<file path="src/mvm_params.svh">
`ifndef MVM_PARAMS_SVH
`define MVM_PARAMS_SVH

// ********************************************************************
// layer geometry and word width
// ********************************************************************

// signed fixed point word
`define MVM_DATA_W 16

// input vector length and weight columns
`define MVM_N_IN 8

// lanes, one per output
`define MVM_N_OUT 16

// address widths
`define MVM_IN_AW 3
`define MVM_OUT_AW 4

`endif

</file>
<file path="src/mvm_pkg.sv">
`default_nettype none

`include "mvm_params.svh"

package mvm_pkg;

   typedef logic signed [`MVM_DATA_W-1:0] data_t;   // every datapath value

   typedef enum logic [1:0] {
      st_load,      // taking input words
      st_compute,   // issuing column addresses
      st_drain,     // pipeline flush
      st_output     // results out, lane order
   } ctrl_state_t;

endpackage

`default_nettype wire

</file>
<file path="src/mac_lane.sv">
`timescale 1ns/1ns
`default_nettype none

`include "mvm_params.svh"

module mac_lane import mvm_pkg::*; (
   input  logic  clk,
   input  logic  reset,
   input  data_t weight,
   input  data_t x_data,
   input  data_t bias,
   input  logic  acc_load,
   input  logic  acc_en,
   output data_t result
);

   data_t product;   // low word of weight * x
   data_t prod_q;
   data_t acc;

   // ********************************************************************
   // multiply stage
   // ********************************************************************
   assign product = weight * x_data;   // wraps to 16 bits

   always_ff @(posedge clk) begin
      prod_q <= product;
   end

   // ********************************************************************
   // accumulate stage
   // ********************************************************************
   always_ff @(posedge clk) begin
      if (reset) begin
         acc <= '0;
      end else if (acc_load) begin
         acc <= bias;            // start of frame
      end else if (acc_en) begin
         acc <= acc + prod_q;    // wraps
      end
   end

   // relu
   assign result = acc[`MVM_DATA_W-1] ? '0 : acc;

endmodule

`default_nettype wire

</file>
<file path="config.mk">
export PLATFORM = sky130hd
export DESIGN_NAME = mac_lane
export DESIGN_NICKNAME = d
export VERILOG_FILES = /design/src/mvm_pkg.sv /design/src/mac_lane.sv
export VERILOG_INCLUDE_DIRS = /design/src
export SDC_FILE = /design/constraint.sdc
export NUM_CORES = 1
export LEC_CHECK = 0
export ABC_AREA = 0
export BUFFER_PORTS_ARGS = -buffer_cell sky130_fd_sc_hd__buf_2
export CAP_MARGIN = 30
export CORE_UTILIZATION = 62
export CTS_CLUSTER_DIAMETER = 40
export DETAILED_ROUTE_END_ITERATION = 10
export HOLD_SLACK_MARGIN = 0.08
export PLACE_DENSITY = 0.88
export SLEW_MARGIN = 25
export SYNTH_ARGS = -nofsm -noshare
export SYNTH_HDL_FRONTEND = slang
export SYNTH_SLANG_ARGS = --single-unit
</file>
<file path="constraint.sdc">
create_clock -name clk -period 10.35 [get_ports clk]
set_clock_uncertainty 0.2 [all_clocks]
set_input_delay 0.5175 -clock clk [delete_from_list [all_inputs] [get_ports clk]]
set_output_delay 0.5175 -clock clk [all_outputs]
set_load 0.03 [all_outputs]
</file>
==> impl_metrics.ini <==
[outcome]
outcome = complete, no violations

[layout]
drive_gt1_share_pct = 10.4
syn_to_final_growth_pct = 8.71
final_nets = 957
fill_cells = 701
multi_input_area_sq_mm = 0.00465
final_cells = 879
regArea_sq_um = 641
n_antenna_cell = 0

[logic_synthesis]
synth_top_family_by_area = adder cells
postSynthAreaPerCell_sq_um = 8.44
ys_seq_area_share_pct = 10.9
ys_seq_elements = 32
synth_most_common_cell = inv_1
netlist_instances = 698
yosys.area_share.simple_pct = 18.8
yosys-top-cells-count = 137 x inv_1, 82 x nand2_1, 80 x fa_1
syn_nets = 906
synth_edf_count = 0
synthDistinctLibCells = 43
syn-cell-area_sq_mm = 0.00589
synth.area.top_cells = fa_1 27%, ha_1 16%, dfxtp_1 11%
synth_area_leader_cell = fa_1
yosysTopAreaCellShare_pct = 27.2
synth.area.mux_share_pct = 0.340
synth_compound_area_share_pct = 8.56
synthXorXnorAreaFrac_pct = 7.88
synthFlopType = dfxtp_1
ys_warn_count = 0
yosys.area_share.adder_pct = 43.3
async_reset_ff_share_pct = 0

[power]
ir_worst_vdd_mv = 0.145
pwr-share-comb_pct = 80.2
leakage_nw = 3.36
p_seq_share_pct = 12.4
sw_frac_of_total_pct = 47.9
p_per_area_mw_per_mm2 = 254
switchingPower_mw = 0.780
p_clk_share_pct = 7.5
total_power_mw = 1.63
p_int_mw = 0.848

[setup_path]
max_stage_delay_ns = 0.53
cp.required_ns = 10.32
cp_common_cell = inv_1
startpoint_type = input port
r2r_slack_ns = 7.51
rr_worst_depth = 11
worstSetupPathType = in -> reg
crit_buf_inv = 7
endpoint_kind = flip-flop
cp_max_fo = 15
cp_slowest_cell = fa_1
worstPathArrival_ns = 5.39
reg2reg_from = acc[0]$_SDFFE_PP0P_
cp_top_family = adder cells
path_cells = buf_2 > and2_1 > fa_1 > inv_1 > fa_1 > inv_1 > ha_1 > inv_1 > fa_1 > inv_1 > ha_1 > inv_1 > fa_1 > inv_1 > ha_1 > a21o_1 > a21oi_1 > o21ai_1 > a21oi_1 > nor2_1 > a2111oi_2 > a21oi_1 > xnor2_1
r2r-end = acc[14]$_SDFFE_PP0P_
startpoint = x_data[1]

[timing]
rsz0062_at_grt = no
fin_crit_ns = 5.42
final.setup.tns_ns = 0
hold_violations = 0
drv_slew = 0
setup_violations = 0
relSlewSlack_pct = 59.4
tightest_slew_ns = 0.608
finalCritPeriodShare_pct = 52.4
fmax_ghz = 0.184

[drt]
route.detailed.drc = 0
wire_per_inst_microns = 14.7
routed_wl_mm = 12.9
firstDrtPassIters = 4
drtIter0Drc = 180
vias = 4742
avgViaCountPerCell = 5.39
ant_nets = 0

[global_route]
grt_overflow_total = 0
antenna_found_initial = 0
grt_pass1_vias = 5004
grt_max_degree = 34
grt_pass1_wl_mm = 22.1
gr-usage-all-layers_pct = 28.1

[clock_tree]
cts_setup_buffers = 0
cts_tree = done
clk_root_buffer_cell = clkbuf_8
clock_path_buffers = 2
clk_latency_ns = 0.29
htree_levels = 2
numClockSinks = 32
clk_pin_slew_ns = 0.07
hold_buffers = 0
ctsResizeCount = 0
cts-buffers-inserted = 5

[placed_design]
dp_cells = 871
globalplace.congestion = 0.876
io_buffers = 66
dp_hpwl_mm = 10.5

[min_path]
worstHoldStart = bias[3]
hold_path_end = acc[3]$_SDFFE_PP0P_
hold_path_class = in -> reg
holdPathStages = 3

[floorplanning]
rows = 35
ioPinCount = 68
initial_core_util_pct = 63.8
die_h_microns = 99.5
die-area_sq_mm = 0.00990
coreArea_sq_mm = 0.00924
die_w_microns = 99.5

[flow_run]
max_cap_viol_count = 0
-- through the flow --
stage | hold slack (ns) | setup WS (ns) | area [sq um] | util (%)
floorplan | 0.340 | 5.00 | 5890 | -
global placement | 0.361 | 4.79 | 6300 | 68.1
detailed placement | 0.373 | 4.66 | 6300 | 68.1
CTS | 0.258 | 4.91 | 6400 | 69.3
global route | 0.291 | 4.62 | 6400 | 69.3
finish | 0.256 | 4.93 | 6400 | 69.3
-- power by group through the flow --
stage	sequential (mW)	clock, mW	combinational, mW
floorplan	0.194	0	1.05
global placement	0.202	0	1.22
detailed placement	0.204	0	1.29
CTS	0.201	0.120	1.31
global route	0.205	0.125	1.48
finish	0.201	0.121	1.30
-- kinds of logic (layout without fill, tap and decap cells) --
family                   Yosys count  count (layout)
AND/OR/NAND/NOR                  219             219
buffers and inverters            159             211
adder cells (fa/ha/maj)          156             156
AO/OA/AOI/OAI                     76              76
XOR/XNOR                          53              53
flip-flops                        32              32
multiplexers                       2               2
other                              1               1
-- layer usage --
layer  vias up  part of all wire, %  global-route usage (%)
met1      2278                   40                    34.1
met5         -                    0                       0
li1       2249                    -                       -
met2       180                   51                    52.3
met4         0                  2.9                    9.95
met3        35                  5.8                    2.25
-- worst max path at each step --
stage          cells after the start                  to
2_1_floorplan                     17  prod_q[15]$_DFF_P_
3_3_place_gp                      23  prod_q[15]$_DFF_P_
3_5_place_dp                      23  prod_q[15]$_DFF_P_
4_1_cts                           23  prod_q[15]$_DFF_P_
5_1_grt                           23  prod_q[15]$_DFF_P_
6_report                          23  prod_q[15]$_DFF_P_
-- final cells by class --
type / instances / share of cell area (%)
clock buffer: 6 / 1.13
multi-input combinational: 507 / 72.6
timing repair buffer: 66 / 5.16
sequential: 32 / 10.0
tap: 129 / 2.52
inverter: 137 / 8.03
clock inverter: 2 / 0.547
-- tightest hold or removal path, stage by stage --
cell and delay [ns]:
buf_2 0.07, a21oi_1 0.05, nor2_1 0.07
-- sequential cells by signal (all words and copies together) (netlist names) --
| name | flops |
|---|---|
| acc | 16 |
| prod_q | 16 |
-- layout by cell type, fill, tap and decap left out, types with 5 or more instances in the layout --
master | Yosys | layout
xor2_1 | 15 | 15
nor2b_1 | 19 | 19
xnor2_1 | 38 | 38
nand2_1 | 82 | 82
clkbuf_8 | 0 | 5
o21ai_0 | 8 | 8
dfxtp_1 | 32 | 32
inv_1 | 137 | 137
buf_2 | 0 | 66
a21o_1 | 9 | 9
fa_1 | 80 | 80
nor2_1 | 25 | 25
and2_1 | 68 | 68
a21oi_1 | 26 | 26
ha_1 | 76 | 76
nand2b_1 | 5 | 5
nor3_1 | 5 | 5
No activity file was read; power rests on OpenSTA's default activity.
