**config.mk**
```make
export PLATFORM = sky130hd
export DESIGN_NAME = input_buffer
export DESIGN_NICKNAME = d
export VERILOG_FILES = /design/src/mvm_pkg.sv /design/src/input_buffer.sv
export VERILOG_INCLUDE_DIRS = /design/src
export SDC_FILE = /design/constraint.sdc
export NUM_CORES = 1
export LEC_CHECK = 0
export ABC_CLOCK_PERIOD_IN_PS = 2300
export BUFFER_PORTS_ARGS = -buffer_cell sky130_fd_sc_hd__buf_4
export CAP_MARGIN = 20
export CORE_UTILIZATION = 50
export CTS_CLUSTER_DIAMETER = 100
export DETAILED_ROUTE_END_ITERATION = 7
export PLACE_DENSITY = 0.69
export SLEW_MARGIN = 20
export SYNTH_ARGS = -nofsm -noshare
export SYNTH_HDL_FRONTEND = slang
export SYNTH_SLANG_ARGS = --single-unit
```
**constraint.sdc**
```tcl
create_clock -name clk -period 2.3 [get_ports clk]
set_input_delay 0.23 -clock clk [delete_from_list [all_inputs] [get_ports clk]]
set_output_delay 0.23 -clock clk [all_outputs]
set_load 0.1 [all_outputs]
```
**src/mvm_params.svh**
```systemverilog
`ifndef MVM_PARAMS_SVH
`define MVM_PARAMS_SVH

// ********************************************************************
// layer geometry and word width
// ********************************************************************

// signed fixed point word
`define MVM_DATA_W 16

// input vector length and weight columns
`define MVM_N_IN 8

// lanes, one per output
`define MVM_N_OUT 16

// address widths
`define MVM_IN_AW 3
`define MVM_OUT_AW 4

`endif

```
**src/mvm_pkg.sv**
```systemverilog
`default_nettype none

`include "mvm_params.svh"

package mvm_pkg;

   typedef logic signed [`MVM_DATA_W-1:0] data_t;   // every datapath value

   typedef enum logic [1:0] {
      st_load,      // taking input words
      st_compute,   // issuing column addresses
      st_drain,     // pipeline flush
      st_output     // results out, lane order
   } ctrl_state_t;

endpackage

`default_nettype wire

```
**src/input_buffer.sv**
```systemverilog
`timescale 1ns/1ns
`default_nettype none

`include "mvm_params.svh"

module input_buffer import mvm_pkg::*; (
   input  logic                  clk,
   input  logic                  x_wr,
   input  logic [`MVM_IN_AW-1:0] x_addr,
   input  data_t                 data_in,
   input  logic [`MVM_IN_AW-1:0] rd_addr,
   output data_t                 x_data
);

   data_t mem [`MVM_N_IN];   // input vector

   always_ff @(posedge clk) begin
      if (x_wr) begin
         mem[x_addr] <= data_in;
      end
      x_data <= mem[rd_addr];   // broadcast to all lanes
   end

   a_wr_range: assert property (@(posedge clk) x_wr |-> !$isunknown(x_addr))
      else $error("input buffer write with unknown address");

endmodule

`default_nettype wire

```
==> results of run 1 <==
## kinds of logic after synthesis
family                 synth area share
flip-flops                        0.787
multiplexers                      0.190
AND/OR/NAND/NOR                  0.0111
buffers and inverters            0.0123
## report_power, final
part	internal, mW	switching [mW]
logic	0.177	0.355
clock network	1.79	1.01
registers	2.96	0.0260
## metrics by stage
stage	setup WS (ns)	hold WS [ns]
after floorplan	0.347	0.329
after detailed placement	0.554	0.465
after global routing	0.854	0.174
after CTS	0.889	0.178
after global placement	0.568	0.460
final	0.914	0.186
## cell type report
type                       count  share of cell area
sequential                   144               0.637
timing repair buffer          63              0.0785
clock inverter                14              0.0283
multi-input combinational     61               0.164
tap                          136              0.0260
clock buffer                  18              0.0655
## cells in the mapped netlist
master	n
nand2_1	2
nand2b_1	3
buf_1	4
mux4_1	28
edfxtp_1	128
mux2_2	16
nor3_1	2
nor2_1	6
dfxtp_1	16
buf_6	4
mux4_2	4
clkbuf_2	1
## final timing paths
kind / start / endpoint / slack, ns / cells past startpoint
worst max-delay path: x_data[8]$_DFF_P_ / x_data[8] / 0.91 / 1
worst min-delay path: rd_addr[1] / x_data[2]$_DFF_P_ / 0.19 / 2
worst max register to register: mem[2][12]$_DFFE_PP_ / x_data[12]$_DFF_P_ / 0.98 / 2
worst min register to register: mem[0][15]$_DFFE_PP_ / x_data[15]$_DFF_P_ / 0.67 / 2
## flip-flops by register name (all words and copies together) (netlist names)
name    cells
mem       128
x_data     16
## timing repair
action,4_1_cts,5_1_grt
resized for setup,0,0
endpoints found under the hold margin,128,0
buffers inserted,0,0
hold buffers,16,0
## metal layers
layer,vias up,wire length (um),track usage
li1,1065,-,-
met1,1214,4020,0.231
met2,58,4440,0.287
met3,9,309,0.0643
met4,0,138,0.0694
met5,-,0,0
==> results.md, run 1 <==
- Mapped Area: 0.00529 mm^2
- Inst Count DP: 388
- Clk Tree Root Cell: clkbuf_8
- Max-slew violations: 0
- Fillers: 680
- Vias in the first global route: 2417
- Die X: about 100 um
- Minimum clock period: about 1.4 ns
- DR vias: 2346
- FP Rows: 37
- Total Nets Final: 311
- Crit-path cells: buf_4
- Post-DP Area: around 0.0058 mm^2
- Share of layout cells above drive strength 1: 0.333
- Final antenna-violating net count: 0
- CP Buf/Inv Count: 1
- Static leakage: 2.30 nW
- Largest net degree at the start of global routing: 33
- CTS tree: done
- Largest area contributor in the netlist: edfxtp_1
- Syn nets: between 200 and 250
- All-Layer GR Usage: 0.181
- Rel. slew slack: 0.634
- RSZ-0062 raised after global routing: false
- Final Util: 0.636
- DRT iter0 DRCs: ~130
- Post-route cell area: between 0.006 and 0.007 mm^2
- Multi-input gate area: approximately 0.0011 mm^2
- Critical-path top delay cell: dfxtp_1
- Clock Latency Late Sink: between 0.5 and 0.6 ns
- Critical path type: reg -> out
- Sequential share of the synthesized area: 0.787
- Total CTS buffers: 17
- Final RePlAce weighted congestion: 0.621
- Count of different cell masters after synthesis: 12
- H-tree Lvls: 4
- Yosys top cell area share: 0.726
- First-pass GRT wire length: 13.7 mm
- Synth warn: 0
- Most common cell after layout, fill and taps aside: edfxtp_1
- Total Neg Setup Slack: 0 ns
- Diode count: 0
- Hold Violations, Final: 0
- Ports: 40
- Critical path arrival: roughly 1.2 ns
- Final setup fails: 0
- Slew @ Worst Pin: between 0.5 and 0.6 ns
- Worst-path fanout max: 1
- Vias per std cell: 5.38
- CP Capture Type: output pin
- Final cell count without fillers: roughly 440
- Power Dens Cells: around 970 mW/mm^2
- Avg Cell Area, Syn: about 25 um^2
- Skew final: 0.00839 ns
- Sinks on Clock Net: around 140
- Share of the clock period used by the worst path: 0.603
- Global route total overflow: 0
- Initial antenna violation count: 0
- Max Freq: just over 0.7 GHz
- Clock-pin slew on the worst setup and hold paths: about 0.06 ns
- Top post-synthesis cells by area: edfxtp_1 73%, mux4_1 14%, dfxtp_1 6.1%
- Initial Utilization: 0.515
- Post-DP HPWL: between 4 and 5 mm
- Die footprint: around 0.011 mm^2
- FF/Latch Area: roughly 0.0042 mm^2
- Status: completed
- Max clock buf depth: 2
- Pre-antenna DRT Iters: 4
- Worst Hold Class: in -> reg
- DIE HEIGHT: 105 um
- Area grow syn2layout: 23.4%
- Max-Cap Viols: 0
- Most frequent cells in the layout: 128 x edfxtp_1, 47 x buf_4, 28 x mux4_1
- VDD IR max: a little under 0.5 mV
- Mapped Cells: between 200 and 250
- CP startpoint kind: flop
- Average wire per standard cell: about 20 um
- Largest delay contributor family on the critical path: flip-flops
- Final wirelength: ~9 mm
- Worst Path Required: 2.07 ns
- Core ar.: 0.0103 mm^2
- PnR Total Power: between 6 and 7 mW
- DRC viols: 0
- Crit-path max cell delay: approximately 0.34 ns
- Synth Register Bits: about 140
- IO buf count: 39
(Power assumes the default switching activity.)
==> run 2: changes to the inputs <==
ABC_AREA = 1   (was unset)
ABC_CLOCK_PERIOD_IN_PS = 1200   (was 2300)
PLACE_DENSITY = 0.71   (was 0.69)
clock period = 1.2 ns   (was 2.3 ns; I/O delays follow)
==> results.md, run 2 <==
- Clk Tree Root Cell: clkbuf_16
- Ports: 40
- Avg Cell Area, Syn: 10.2 um^2
- Max clock buf depth: 2
- Die X: 111 um
- FP Rows: 39
- VDD IR max: ~1.3 mV
- Most frequent cells in the layout: 214 x nand2_1, 133 x inv_1, 128 x edfxtp_1
- Critical-path top delay cell: dfxtp_1
- Sinks on Clock Net: approximately 140
- Static leakage: roughly 3.4 nW
- Core ar.: around 0.012 mm^2
- Largest delay contributor family on the critical path: flip-flops
- Final setup fails: 0
- Global route total overflow: 0
- WHS: 0.100 ns
- CP Capture Type: output pin
- DR vias: 4004
- DRT iter0 DRCs: around 290
- Top_reg_cell synth: edfxtp_1
- Diode count: 0
- Pre-antenna DRT Iters: 8
- Initial antenna violation count: 0
- Reg with most FFs: mem
- Power Dens Cells: 1710 mW/mm^2
- Reg power frac: 0.456
- Multi-input gate area: between 0.001 and 0.0015 mm^2
- Max-Cap Viols: 0
- Critical path arrival: between 1 and 1.5 ns
- PnR Total Power: between 10 and 15 mW
- Worst path depth: 1
- Die footprint: roughly 0.012 mm^2
- Worst-path fanout max: 1
- Top post-synthesis cells by area: edfxtp_1 64%, nand2_1 13%, inv_1 8.3%
- Post-DP HPWL: 7.14 mm
- Largest registers: mem x128, x_data x16
- H-tree Lvls: 4
- Worst Hold Class: in -> reg
- Max Freq: around 0.87 GHz
- All-Layer GR Usage: 0.212
- CP startpoint kind: flop
- Hold Violations, Final: 0
- Final wirelength: 11.9 mm
- First-pass GRT wire length: ~20 mm
- P_sw: 2.85 mW
- R2r worst-path depth: 6
- Rel. slew slack: 0.804
- Sw Ratio: 0.228
- Sequential share of the synthesized area: 0.695
- CTS tree: done
- Skew final: approximately 0.0048 ns
- Synth warn: 0
- # resized after CTS: 0
- Fillers: 898
- Average wire per standard cell: roughly 15 um
- Total Nets Final: 685
- Crit-path cells: buf_4
- IO buf count: 39
- Clock share of power: 0.446
- Mapped Area: between 0.005 and 0.006 mm^2
- Critical path type: reg -> out
- Post-CTS Setup Repair Bufs: 0
- Post-cts hold buffer count: 16
- Gate power share: 0.098
- Count of different cell masters after synthesis: 10
- Most common cell after layout, fill and taps aside: nand2_1
- Vias in the first global route: between 4000 and 5000
- Mapped Cells: 587
- Max-slew violations: 0
- Post-synth EDFFs: roughly 130
- Minimum clock period: roughly 1.1 ns
- Violated checks: design-rule violations
- Vias per std cell: between 4 and 5
- FF/Latch Area: around 0.0042 mm^2
- Internal: 9.68 mW
- Total CTS buffers: 17
- DRC viols: 6
- DIE HEIGHT: about 110 um
- Status: complete, but fails checks
- Area grow syn2layout: 22.2%
- Final RePlAce weighted congestion: roughly 0.8
- Slew @ Worst Pin: 0.293 ns
- Clock Latency Late Sink: approximately 0.42 ns
- Synth Register Bits: roughly 140
- Hold Path Depth: 3
- Syn nets: a little over 600
- Max reg flops: 128
- Clock-pin slew on the worst setup and hold paths: ~0.06 ns
- Largest area contributor in the netlist: edfxtp_1
- Commonest cells post-synth: 214 x nand2_1, 133 x inv_1, 128 x edfxtp_1
- RSZ-0062 raised after global routing: false
- Fraction of registers with async set/reset: 0
- Crit-path max cell delay: 0.32 ns
- Cell with the most instances after synthesis: nand2_1
- Post-route setup slack: around 0.055 ns
- Yosys top cell area share: 0.642
- Worst Path Required: approximately 1.1 ns
- Post-Place Worst Slack: roughly 0.11 ns
- Share of the clock period used by the worst path: 0.954
- CP Buf/Inv Count: 1
- Share of layout cells above drive strength 1: 0.142
- Final antenna-violating net count: 0
- Initial Utilization: 0.518
- Largest net degree at the start of global routing: 65
run 2: routing by layer:
layer / track usage / share of wire / up-vias
met5: 0 / 0 / -
met2: 0.345 / 0.49 / 145
met3: 0.0670 / 0.069 / 20
met1: 0.257 / 0.42 / 1875
li1: - / - / 1964
met4: 0.102 / 0.019 / 0
run 2: metrics by stage:
| stage | TNS (ns) | utilization | instance area, um^2 | std cells |
|---|---|---|---|---|
| global placement | 0 | 0.564 | 6520 | 769 |
| global route | 0 | 0.633 | 7320 | 817 |
| finish | 0 | 0.633 | 7320 | 817 |
| detailed placement | 0 | 0.564 | 6520 | 769 |
| floorplan | -12.99 | - | 5990 | 587 |
| CTS | 0 | 0.633 | 7320 | 817 |
run 2: final cells by class:
| class | instances | share of cell area |
|---|---|---|
| Clock inverter | 11 | 0.0217 |
| Clock buffer | 21 | 0.0656 |
| Inverter | 134 | 0.0687 |
| Timing Repair Buffer | 78 | 0.0923 |
| Tap cell | 143 | 0.0244 |
| Multi-Input combinational cell | 286 | 0.158 |
| Sequential cell | 144 | 0.569 |
run 2: cells by family (layout without fill, tap and decap cells):
group,count (synthesis),after routing,share of synthesized area
simple gates,286,286,0.193
flops,144,144,0.695
buf+inv,157,244,0.112
run 2: worst reg2reg max path, cell delays in order, from the launching register on:
cell and delay [ns]:
edfxtp_1 0.39, inv_1 0.09, nand2_1 0.06, nand3_1 0.07, nand2_1 0.06, nand2_1 0.05, nand2_1 0.06
run 2: power by group through the flow:
stage          Clock (mW)  Sequential, mW  Combinational, mW
3_3_place_gp            0            5.81               1.17
5_1_grt              5.88            5.73               1.32
4_1_cts              5.66            5.71               1.23
3_5_place_dp            0            5.81               1.18
2_1_floorplan           0            6.22              0.419
6_report             5.59            5.71               1.22
run 2: worst paths after layout:
kind / startpoint / to / slack (ns)
setup reg to reg: mem[6][10]$_DFFE_PP_ / x_data[10]$_DFF_P_ / 0.32
hold reg to reg: mem[5][8]$_DFFE_PP_ / x_data[8]$_DFF_P_ / 0.63
setup / recovery: x_data[1]$_DFF_P_ / x_data[1] / 0.06
hold / removal: rd_addr[2] / x_data[5]$_DFF_P_ / 0.10
