===== src/mvm_params.svh =====
`ifndef MVM_PARAMS_SVH
`define MVM_PARAMS_SVH

// ********************************************************************
// layer geometry and word width
// ********************************************************************

// signed fixed point word
`define MVM_DATA_W 16

// input vector length and weight columns
`define MVM_N_IN 8

// lanes, one per output
`define MVM_N_OUT 16

// address widths
`define MVM_IN_AW 3
`define MVM_OUT_AW 4

`endif


===== src/mvm_pkg.sv =====
`default_nettype none

`include "mvm_params.svh"

package mvm_pkg;

   typedef logic signed [`MVM_DATA_W-1:0] data_t;   // every datapath value

   typedef enum logic [1:0] {
      st_load,      // taking input words
      st_compute,   // issuing column addresses
      st_drain,     // pipeline flush
      st_output     // results out, lane order
   } ctrl_state_t;

endpackage

`default_nettype wire


===== src/layer_rom.sv =====
`timescale 1ns/1ns
`default_nettype none

`include "mvm_params.svh"

module layer_rom import mvm_pkg::*; (
   input  logic                  clk,
   input  logic [`MVM_IN_AW-1:0] rd_addr,
   output data_t                 weight [`MVM_N_OUT],
   output data_t                 bias [`MVM_N_OUT]
);

   // ********************************************************************
   // weight table, one row per lane, one column per input
   // ********************************************************************
   localparam data_t W_TABLE [`MVM_N_OUT][`MVM_N_IN] = '{
      '{-16'sd110,  16'sd20,  -16'sd88,  -16'sd10,   16'sd90,  -16'sd82,   16'sd92,  -16'sd94},
      '{ 16'sd100, -16'sd114, -16'sd37,   16'sd3,   -16'sd55,  -16'sd42,  -16'sd65,  -16'sd23},
      '{ 16'sd55,  -16'sd112,  16'sd49,   16'sd112, -16'sd94,  -16'sd74,  -16'sd117,  16'sd41},
      '{ 16'sd118, -16'sd58,  -16'sd111, -16'sd7,    16'sd107,  16'sd103,  16'sd54,   16'sd126},
      '{-16'sd5,    16'sd94,  -16'sd12,  -16'sd42,  -16'sd116, -16'sd48,  -16'sd8,    16'sd113},
      '{-16'sd33,   16'sd84,  -16'sd12,   16'sd40,  -16'sd86,   16'sd52,  -16'sd111,  16'sd97},
      '{ 16'sd68,   16'sd66,   16'sd81,   16'sd102,  16'sd120,  16'sd92,   16'sd15,   16'sd111},
      '{-16'sd94,   16'sd32,  -16'sd24,  -16'sd114,  16'sd7,   -16'sd98,  -16'sd116, -16'sd125},
      '{ 16'sd124,  16'sd0,   -16'sd39,  -16'sd119,  16'sd81,   16'sd81,   16'sd122, -16'sd80},
      '{ 16'sd37,  -16'sd18,   16'sd88,   16'sd80,  -16'sd94,   16'sd106,  16'sd49,   16'sd102},
      '{ 16'sd44,   16'sd3,    16'sd76,   16'sd37,  -16'sd33,  -16'sd37,   16'sd20,   16'sd2},
      '{ 16'sd124,  16'sd124,  16'sd16,   16'sd3,   -16'sd101,  16'sd28,   16'sd6,   -16'sd105},
      '{-16'sd100,  16'sd95,  -16'sd96,   16'sd109,  16'sd49,  -16'sd102, -16'sd99,  -16'sd42},
      '{ 16'sd9,    16'sd118, -16'sd90,   16'sd43,   16'sd96,   16'sd88,   16'sd18,   16'sd12},
      '{-16'sd37,  -16'sd34,  -16'sd79,   16'sd58,   16'sd58,   16'sd69,  -16'sd68,   16'sd54},
      '{ 16'sd66,   16'sd76,  -16'sd71,   16'sd93,  -16'sd24,   16'sd64,   16'sd116,  16'sd5}
   };

   // bias per lane
   localparam data_t B_TABLE [`MVM_N_OUT] = '{
       16'sd31,  -16'sd107, -16'sd14,  -16'sd48,
      -16'sd81,   16'sd16,   16'sd39,   16'sd56,
       16'sd6,    16'sd77,  -16'sd28,  -16'sd26,
       16'sd37,   16'sd118,  16'sd114, -16'sd128
   };

   // ********************************************************************
   // column read, one cycle latency like the input buffer
   // ********************************************************************
   always_ff @(posedge clk) begin
      for (int j = 0; j < `MVM_N_OUT; j++) begin
         weight[j] <= W_TABLE[j][rd_addr];
      end
   end

   always_comb begin
      for (int j = 0; j < `MVM_N_OUT; j++) begin
         bias[j] = B_TABLE[j];   // constant, no address
      end
   end

endmodule

`default_nettype wire


===== config.mk =====
export PLATFORM = sky130hd
export DESIGN_NAME = layer_rom
export DESIGN_NICKNAME = d
export VERILOG_FILES = /design/src/mvm_pkg.sv /design/src/layer_rom.sv
export VERILOG_INCLUDE_DIRS = /design/src
export SDC_FILE = /design/constraint.sdc
export NUM_CORES = 1
export LEC_CHECK = 0
export BUFFER_PORTS_ARGS = -buffer_cell sky130_fd_sc_hd__buf_4
export CORE_AREA = 5 5 196 198
export CTS_BUF_LIST = sky130_fd_sc_hd__clkbuf_8
export CTS_CLUSTER_SIZE = 28
export DETAILED_ROUTE_END_ITERATION = 12
export DIE_AREA = 0 0 201 203
export PLACE_DENSITY = 0.48
export SETUP_SLACK_MARGIN = 0.02
export SYNTH_ARGS = -nofsm -noshare
export SYNTH_HDL_FRONTEND = slang
export SYNTH_SLANG_ARGS = --single-unit
export TNS_END_PERCENT = 30

===== constraint.sdc =====
create_clock -name clk -period 1.85 [get_ports clk]
set_clock_uncertainty 0.15 [all_clocks]
set_input_delay 0.555 -clock clk [delete_from_list [all_inputs] [get_ports clk]]
set_output_delay 0.555 -clock clk [all_outputs]
set_load 0.02 [all_outputs]

==> summary.txt, run 1 <==
Worst setup path
  – Crit-path cells: buf_4
  – Cell family with most CP delay: flip-flops
  – CP Class: reg2out
  – Worst Setup Start Kind: flip-flop
  – Worst EP required: 1.14 ns
  – Crit Path Max Fanout: 9
  – Critical path arrival: 1.03 ns
  – Worst path bufs/invs: 1
  – CP max stage cell: dfxtp_1
  – Crit. End Element: output port
  – Max incr delay on CP: 0.48 ns

STA
  – Fin. max-slew vios: 0
  – Final Hold Fails: 0
  – F_max: 576 MHz
  – WHS: 0.391 ns
  – Period utilisation layout: 93.9%
  – Tightest Pin Transition: 0.537 ns
  – Final setup violating endpoints: 0
  – Period minus WS final: 1.74 ns
  – Worst setup margin: 0.113 ns
  – RSZ-0062 raised after global routing: false
  – Max_slew headroom: 64.2%

Logic synthesis
  – YS warnings: 0
  – Register area share after synthesis: 34.3%
  – Distinct cells, synth: 24
  – Cell area after synthesis: 6020 um^2
  – Synthesized area per cell: 9.02 um^2
  – Yosys reg bits: 103
  – Synth Instances: 667

Place
  – Post-DP HPWL: 12400 um
  – Pre-CTS setup slack: -0.0612 ns
  – # port buffers: 249
  – Area after DPL: 6500 um^2
  – GPL Wtd Cong: 0.709

GRT
  – Initial antenna violation count: 0
  – M1 GR Usage: 7.18%
  – GRT Util Overall: 6.46%
  – Met2 Usage GRT: 11.9%
  – Global route overflow: 0
  – First-pass GRT wire length: 20800 um
  – Largest net degree at the start of global routing: 22
  – GR Layer Usage met3: 1.88%
  – Vias in the first global route: 3265
  – Layer with the highest usage: met2

Layout
  – Fin area: 6750 um^2
  – Ant diodes: 0
  – Largest register FFs: 103
  – Fin nets: 811
  – Commonest cells after routing, fill and taps aside: buf_4 (273), conb_1 (266), dfxtp_1 (89)
  – Most common cell after layout, fill and taps aside: buf_4
  – Largest Register: weight
  – Fraction of final layout cells sized beyond drive strength 1: 39.1%
  – Layout area overhead: 12.2%
  – Final Core Density: 18.6%
  – Fillers: 4060
  – Largest registers: weight (103)

Die
  – Num rows: 70
  – DIE HEIGHT: 203 um
  – Starting Density: 16.6%
  – Die width: 201 um
  – I/O pin count: 516
  – Core box area: 36300 um^2
  – Die area: 40800 um^2

Pwr
  – Net Switching: 0.00224 W
  – Leak Pwr: 3.67 nW
  – Net Sw Frac: 37.3%
  – Cell-internal power: 0.00377 W
  – PwrDens: 889 nW/um^2
  – VDD IR-drop max: 0.302 mV
  – Logic pwr share: 31.2%
  – Flop pwr share: 41.7%
  – Clock Power Share: 27.0%

Run status
  – Status: finished, final reports clean

Drt
  – DRT Wirelength: 14900 um
  – Drt first pass iters: 4
  – Vias: 3449
  – Vias per cell: 2.72
  – # DRC: 0
  – Drt wl/cell: 11.8 um
  – Initial DRC count: 93
  – Remaining antenna violation count: 0

Clock tree
  – Hold Buf Count CTS: 0
  – CTS Buffer Depth: 2
  – H-tree depth: 3
  – Root Buffer: clkbuf_8
  – Clock Sinks: 103
  – TritonCTS Buffers: 9
  – Resized Gates After CTS: 10
  – TritonCTS clock tree: built
  – Clk slew on worst S/H paths: 0.10 ns
  – Post-CTS setup buffers: 0

Worst hold path
  – WHS Endpoint: weight[174]
  – Worst min path class: in2reg
  – Hold Startpoint: rd_addr[0]
  – Worst hold path depth: 3

Flow run
  – Maxcap violations: 0
[Yosys cell counts (all sizes together)]
master	instances	share of area [%]
ha	12	2.5
nand2b	7	1.1
conb	2	0.12
a21boi	1	0.12
nand2	39	2.5
inv	15	0.94
a21oi	26	2.2
and2b	1	0.12
dfxtp	103	34
buf	418	52
o21ai	11	0.92
clkbuf	4	0.27
nor2b	10	1.4
nor2	16	1.0
and2	2	0.21
[through the flow]
step	instances	total power (W)	TNS (ns)
2_1_floorplan	931	0.00439	0
3_3_place_gp	1252	0.00442	-0.190
3_5_place_dp	1252	0.00443	-0.219
4_1_cts	1268	0.00609	0
5_1_grt	1268	0.00630	0
6_report	1268	0.00600	0
[worst max-delay path by stage]
| stage | start | endpoint | slack [ns] | cells after the start |
|---|---|---|---|---|
| 5_1_grt | weight[94] | weight[94] | 0.03 | 1 |
| 3_3_place_gp | rd_addr[1] | weight[34] | -0.03 | 7 |
| 6_report | weight[94] | weight[94] | 0.11 | 1 |
| 3_5_place_dp | rd_addr[1] | weight[197] | -0.06 | 6 |
| 2_1_floorplan | rd_addr[0] | weight[6] | 0.03 | 6 |
| 4_1_cts | weight[62] | weight[56] | 0.02 | 1 |
[per-layer routing]
metal  routed length, um  up-vias
met3                1510        8
met5                   0        -
met1                5520     1542
li1                    -     1609
met2                7720      290
met4                 178        0
[power by group through the flow]
| stage | sequential [W] | combinational [W] | clock [W] |
|---|---|---|---|
| floorplan | 0.00274 | 0.00165 | 0 |
| global placement | 0.00255 | 0.00187 | 0 |
| detailed placement | 0.00256 | 0.00187 | 0 |
| CTS | 0.00251 | 0.00188 | 0.00170 |
| global route | 0.00254 | 0.00198 | 0.00179 |
| finish | 0.00250 | 0.00187 | 0.00162 |
[cells by family after synthesis]
kind of cell	Yosys count	share of synthesized area [%]
simple gates	75	6.28
other cells	2	0.125
flops	103	34.3
fa+ha+maj	12	2.50
compound gates	38	3.20
buf+inv	437	53.6
[final cells by class]
cell class / instances / area, um^2 / share of cell area, %
Timing Repair Buffer: 275 / 2080 / 30.8
Sequential cell: 103 / 2080 / 30.8
Multi-Input combinational cell: 391 / 1720 / 25.5
Tap cell: 468 / 586 / 8.67
Clock buffer: 10 / 138 / 2.04
Clock inverter: 6 / 91.3 / 1.35
Inverter: 15 / 56.3 / 0.834
Note: power is estimated with default switching activity, not from simulation.
==> run 2: changes to the inputs <==
- GPL_TIMING_DRIVEN: unset -> 0
==> run 2 against run 1 <==
Against the previous run: non-clock buffer count is 397 higher; sequential cell count stayed put; clock power hardly changed; via count is 33% higher; combinational power is 41% higher; critical endpoint is now weight[188].
==> summary.txt, run 2 (synthesized netlist as in run 1, its figures left out) <==
Place
  – # port buffers: 249 (unchanged)
  – GPL Wtd Cong: 0.673 (was 0.709)
  – Pre-CTS setup slack: -0.825 ns (was -0.0612 ns)
  – Post-DP HPWL: 15900 um (was 12400 um)

Layout
  – Fin nets: 1208 (was 811)
  – Layout area overhead: 62.6% (was 12.2%)
  – Most common cell after layout, fill and taps aside: buf_4 (unchanged)
  – Largest registers: weight (103) (unchanged)
  – Commonest cells after routing, fill and taps aside: buf_4 (658), conb_1 (266), dfxtp_1 (88) (was buf_4 (273), conb_1 (266), dfxtp_1 (89))
  – Largest Register: weight (unchanged)
  – Fraction of final layout cells sized beyond drive strength 1: 59.6% (was 39.1%)
  – Ant diodes: 0 (unchanged)
  – Largest register FFs: 103 (unchanged)

Clock tree
  – Clk slew on worst S/H paths: 0.10 ns (about the same)
  – H-tree depth: 3 (unchanged)
  – Clock Sinks: 103 (unchanged)
  – TritonCTS clock tree: built (unchanged)
  – CTS Buffer Depth: 2 (unchanged)
  – Root Buffer: clkbuf_8 (unchanged)
  – TritonCTS Buffers: 9 (unchanged)

Worst setup path
  – CP Class: reg2out (unchanged)
  – Crit. End Element: output port (unchanged)
  – Worst EP required: 1.14 ns (about the same)
  – Worst path bufs/invs: 2 (was 1)
  – Worst Setup Start Kind: flip-flop (unchanged)
  – Max incr delay on CP: 0.40 ns (was 0.48 ns)
  – Critical path arrival: 1.06 ns (was 1.03 ns)
  – Crit-path cells: buf_4, buf_4 (was buf_4)
  – Crit Path Max Fanout: 9 (unchanged)
  – Cell count along the critical path: 2 (was 1)
  – CP max stage cell: dfxtp_4 (was dfxtp_1)
  – Critical Path Most Common Cell: buf_4
  – Cell family with most CP delay: flip-flops (unchanged)

Pwr
  – Logic pwr share: 39.1% (was 31.2%)
  – Clock Power Share: 23.9% (was 27.0%)
  – Flop pwr share: 37.0% (was 41.7%)
  – Power, Total: 0.00675 W (was 0.00600 W)
  – Leak Pwr: 5.60 nW (was 3.67 nW)
  – VDD IR-drop max: 0.288 mV (was 0.302 mV)
  – Net Sw Frac: 35.7% (was 37.3%)
  – PwrDens: 690 nW/um^2 (was 889 nW/um^2)
  – Net Switching: 0.00241 W (was 0.00224 W)
  – Cell-internal power: 0.00434 W (was 0.00377 W)

GRT
  – Vias in the first global route: 4553 (was 3265)
  – Largest net degree at the start of global routing: 19 (was 22)
  – Global route overflow: 0 (unchanged)
  – GRT Util Overall: 8.36% (was 6.46%)
  – Initial antenna violation count: 0 (unchanged)
  – First-pass GRT wire length: 27000 um (was 20800 um)

Worst hold path
  – Hold Startpoint: rd_addr[2] (was rd_addr[0])
  – Worst hold path depth: 1 (was 3)
  – WHS Endpoint: weight[147] (was weight[174])
  – Worst min path class: in2reg (unchanged)

Drt
  – Wire length on met2: 9900 um (was 7720 um)
  – Remaining antenna violation count: 0 (unchanged)
  – Vias: 4597 (was 3449)
  – Initial DRC count: 107 (was 93)
  – # DRC: 0 (unchanged)
  – Drt first pass iters: 4 (unchanged)
  – Routed wl met3: 1660 um (was 1510 um)
  – Metal-1 WL: 7050 um (was 5520 um)
  – Top sig layer: met4 (unchanged)
  – DRT Wirelength: 18800 um (was 14900 um)
  – Drt wl/cell: 11.3 um (was 11.8 um)
  – Vias per cell: 2.76 (was 2.72)

Die
  – Die width: 201 um (unchanged)
  – DIE HEIGHT: 203 um (unchanged)
  – I/O pin count: 516 (unchanged)
  – Starting Density: 16.6% (unchanged)
  – Num rows: 70 (unchanged)
  – Core box area: 36300 um^2 (unchanged)
  – Die area: 40800 um^2 (unchanged)

STA
  – Fin. max-slew vios: 0 (unchanged)
  – RSZ-0062 raised after global routing: true (was false)
  – Tightest Pin Transition: 0.597 ns (was 0.537 ns)
  – Period minus WS final: 1.77 ns (was 1.74 ns)
  – Final Hold Fails: 0 (unchanged)
  – Worst setup margin: 0.0831 ns (was 0.113 ns)
  – Period utilisation layout: 95.5% (was 93.9%)
  – F_max: 566 MHz (was 576 MHz)
  – Setup TNS: 0 ns (unchanged)
  – Final setup violating endpoints: 0 (unchanged)
  – Max_slew headroom: 60.2% (was 64.2%)

Run status
  – Status: finished, final reports clean (unchanged)

Flow run
  – Maxcap violations: 0 (unchanged)
run 2: power by group through the flow:
| stage | Sequential (W) | Clock [W] | Combinational, W |
|---|---|---|---|
| 2_1_floorplan | 0.00274 | 0 | 0.00165 |
| 3_3_place_gp | 0.00255 | 0 | 0.00260 |
| 3_5_place_dp | 0.00256 | 0 | 0.00260 |
| 4_1_cts | 0.00251 | 0.00168 | 0.00262 |
| 5_1_grt | 0.00253 | 0.00175 | 0.00280 |
| 6_report | 0.00250 | 0.00161 | 0.00264 |
run 2: how the worst max path moves through the flow:
stage	from	to	slack, ns
final	weight[190]	weight[188]	0.08
after detailed placement	rd_addr[0]	weight[6]	-0.83
after global routing	weight[190]	weight[184]	-0.002
after floorplan	rd_addr[0]	weight[6]	0.03
after global placement	rd_addr[0]	weight[6]	-0.82
after CTS	weight[190]	weight[188]	0.02
run 2: metal layers:
| layer | GRT usage (%) | vias up |
|---|---|---|
| li1 | - | 2401 |
| met1 | 9.06 | 1884 |
| met2 | 15.9 | 303 |
| met3 | 2.60 | 9 |
| met4 | 1.97 | 0 |
| met5 | 0 | - |
run 2: final cells by class:
type | instances | area, um^2
Fill cell | 3941 | 26600
Buffer | 421 | 3170
Sequential cell | 103 | 2110
Timing Repair Buffer | 251 | 1890
Multi-Input combinational cell | 391 | 1740
Tap cell | 468 | 586
Clock buffer | 9 | 124
Clock inverter | 7 | 104
Inverter | 15 | 60.1
run 2: through the flow:
stage / std cells / hold slack (ns) / instance area, um^2 / utilization (%)
after detailed placement: 1648 / 0.568 / 9460 / 26.0
final: 1665 / 0.191 / 9780 / 26.9
after global placement: 1648 / 0.566 / 9460 / 26.0
after global routing: 1665 / 0.176 / 9780 / 26.9
after floorplan: 931 / 0.433 / 7010 / -
after CTS: 1665 / 0.176 / 9760 / 26.9
run 2: repair_timing:
action,CTS,global route
hold buffers,0,0
buffers inserted,2,0
hold endpoints to repair,0,0
resized for setup,28,6
setup endpoints to repair,161,49
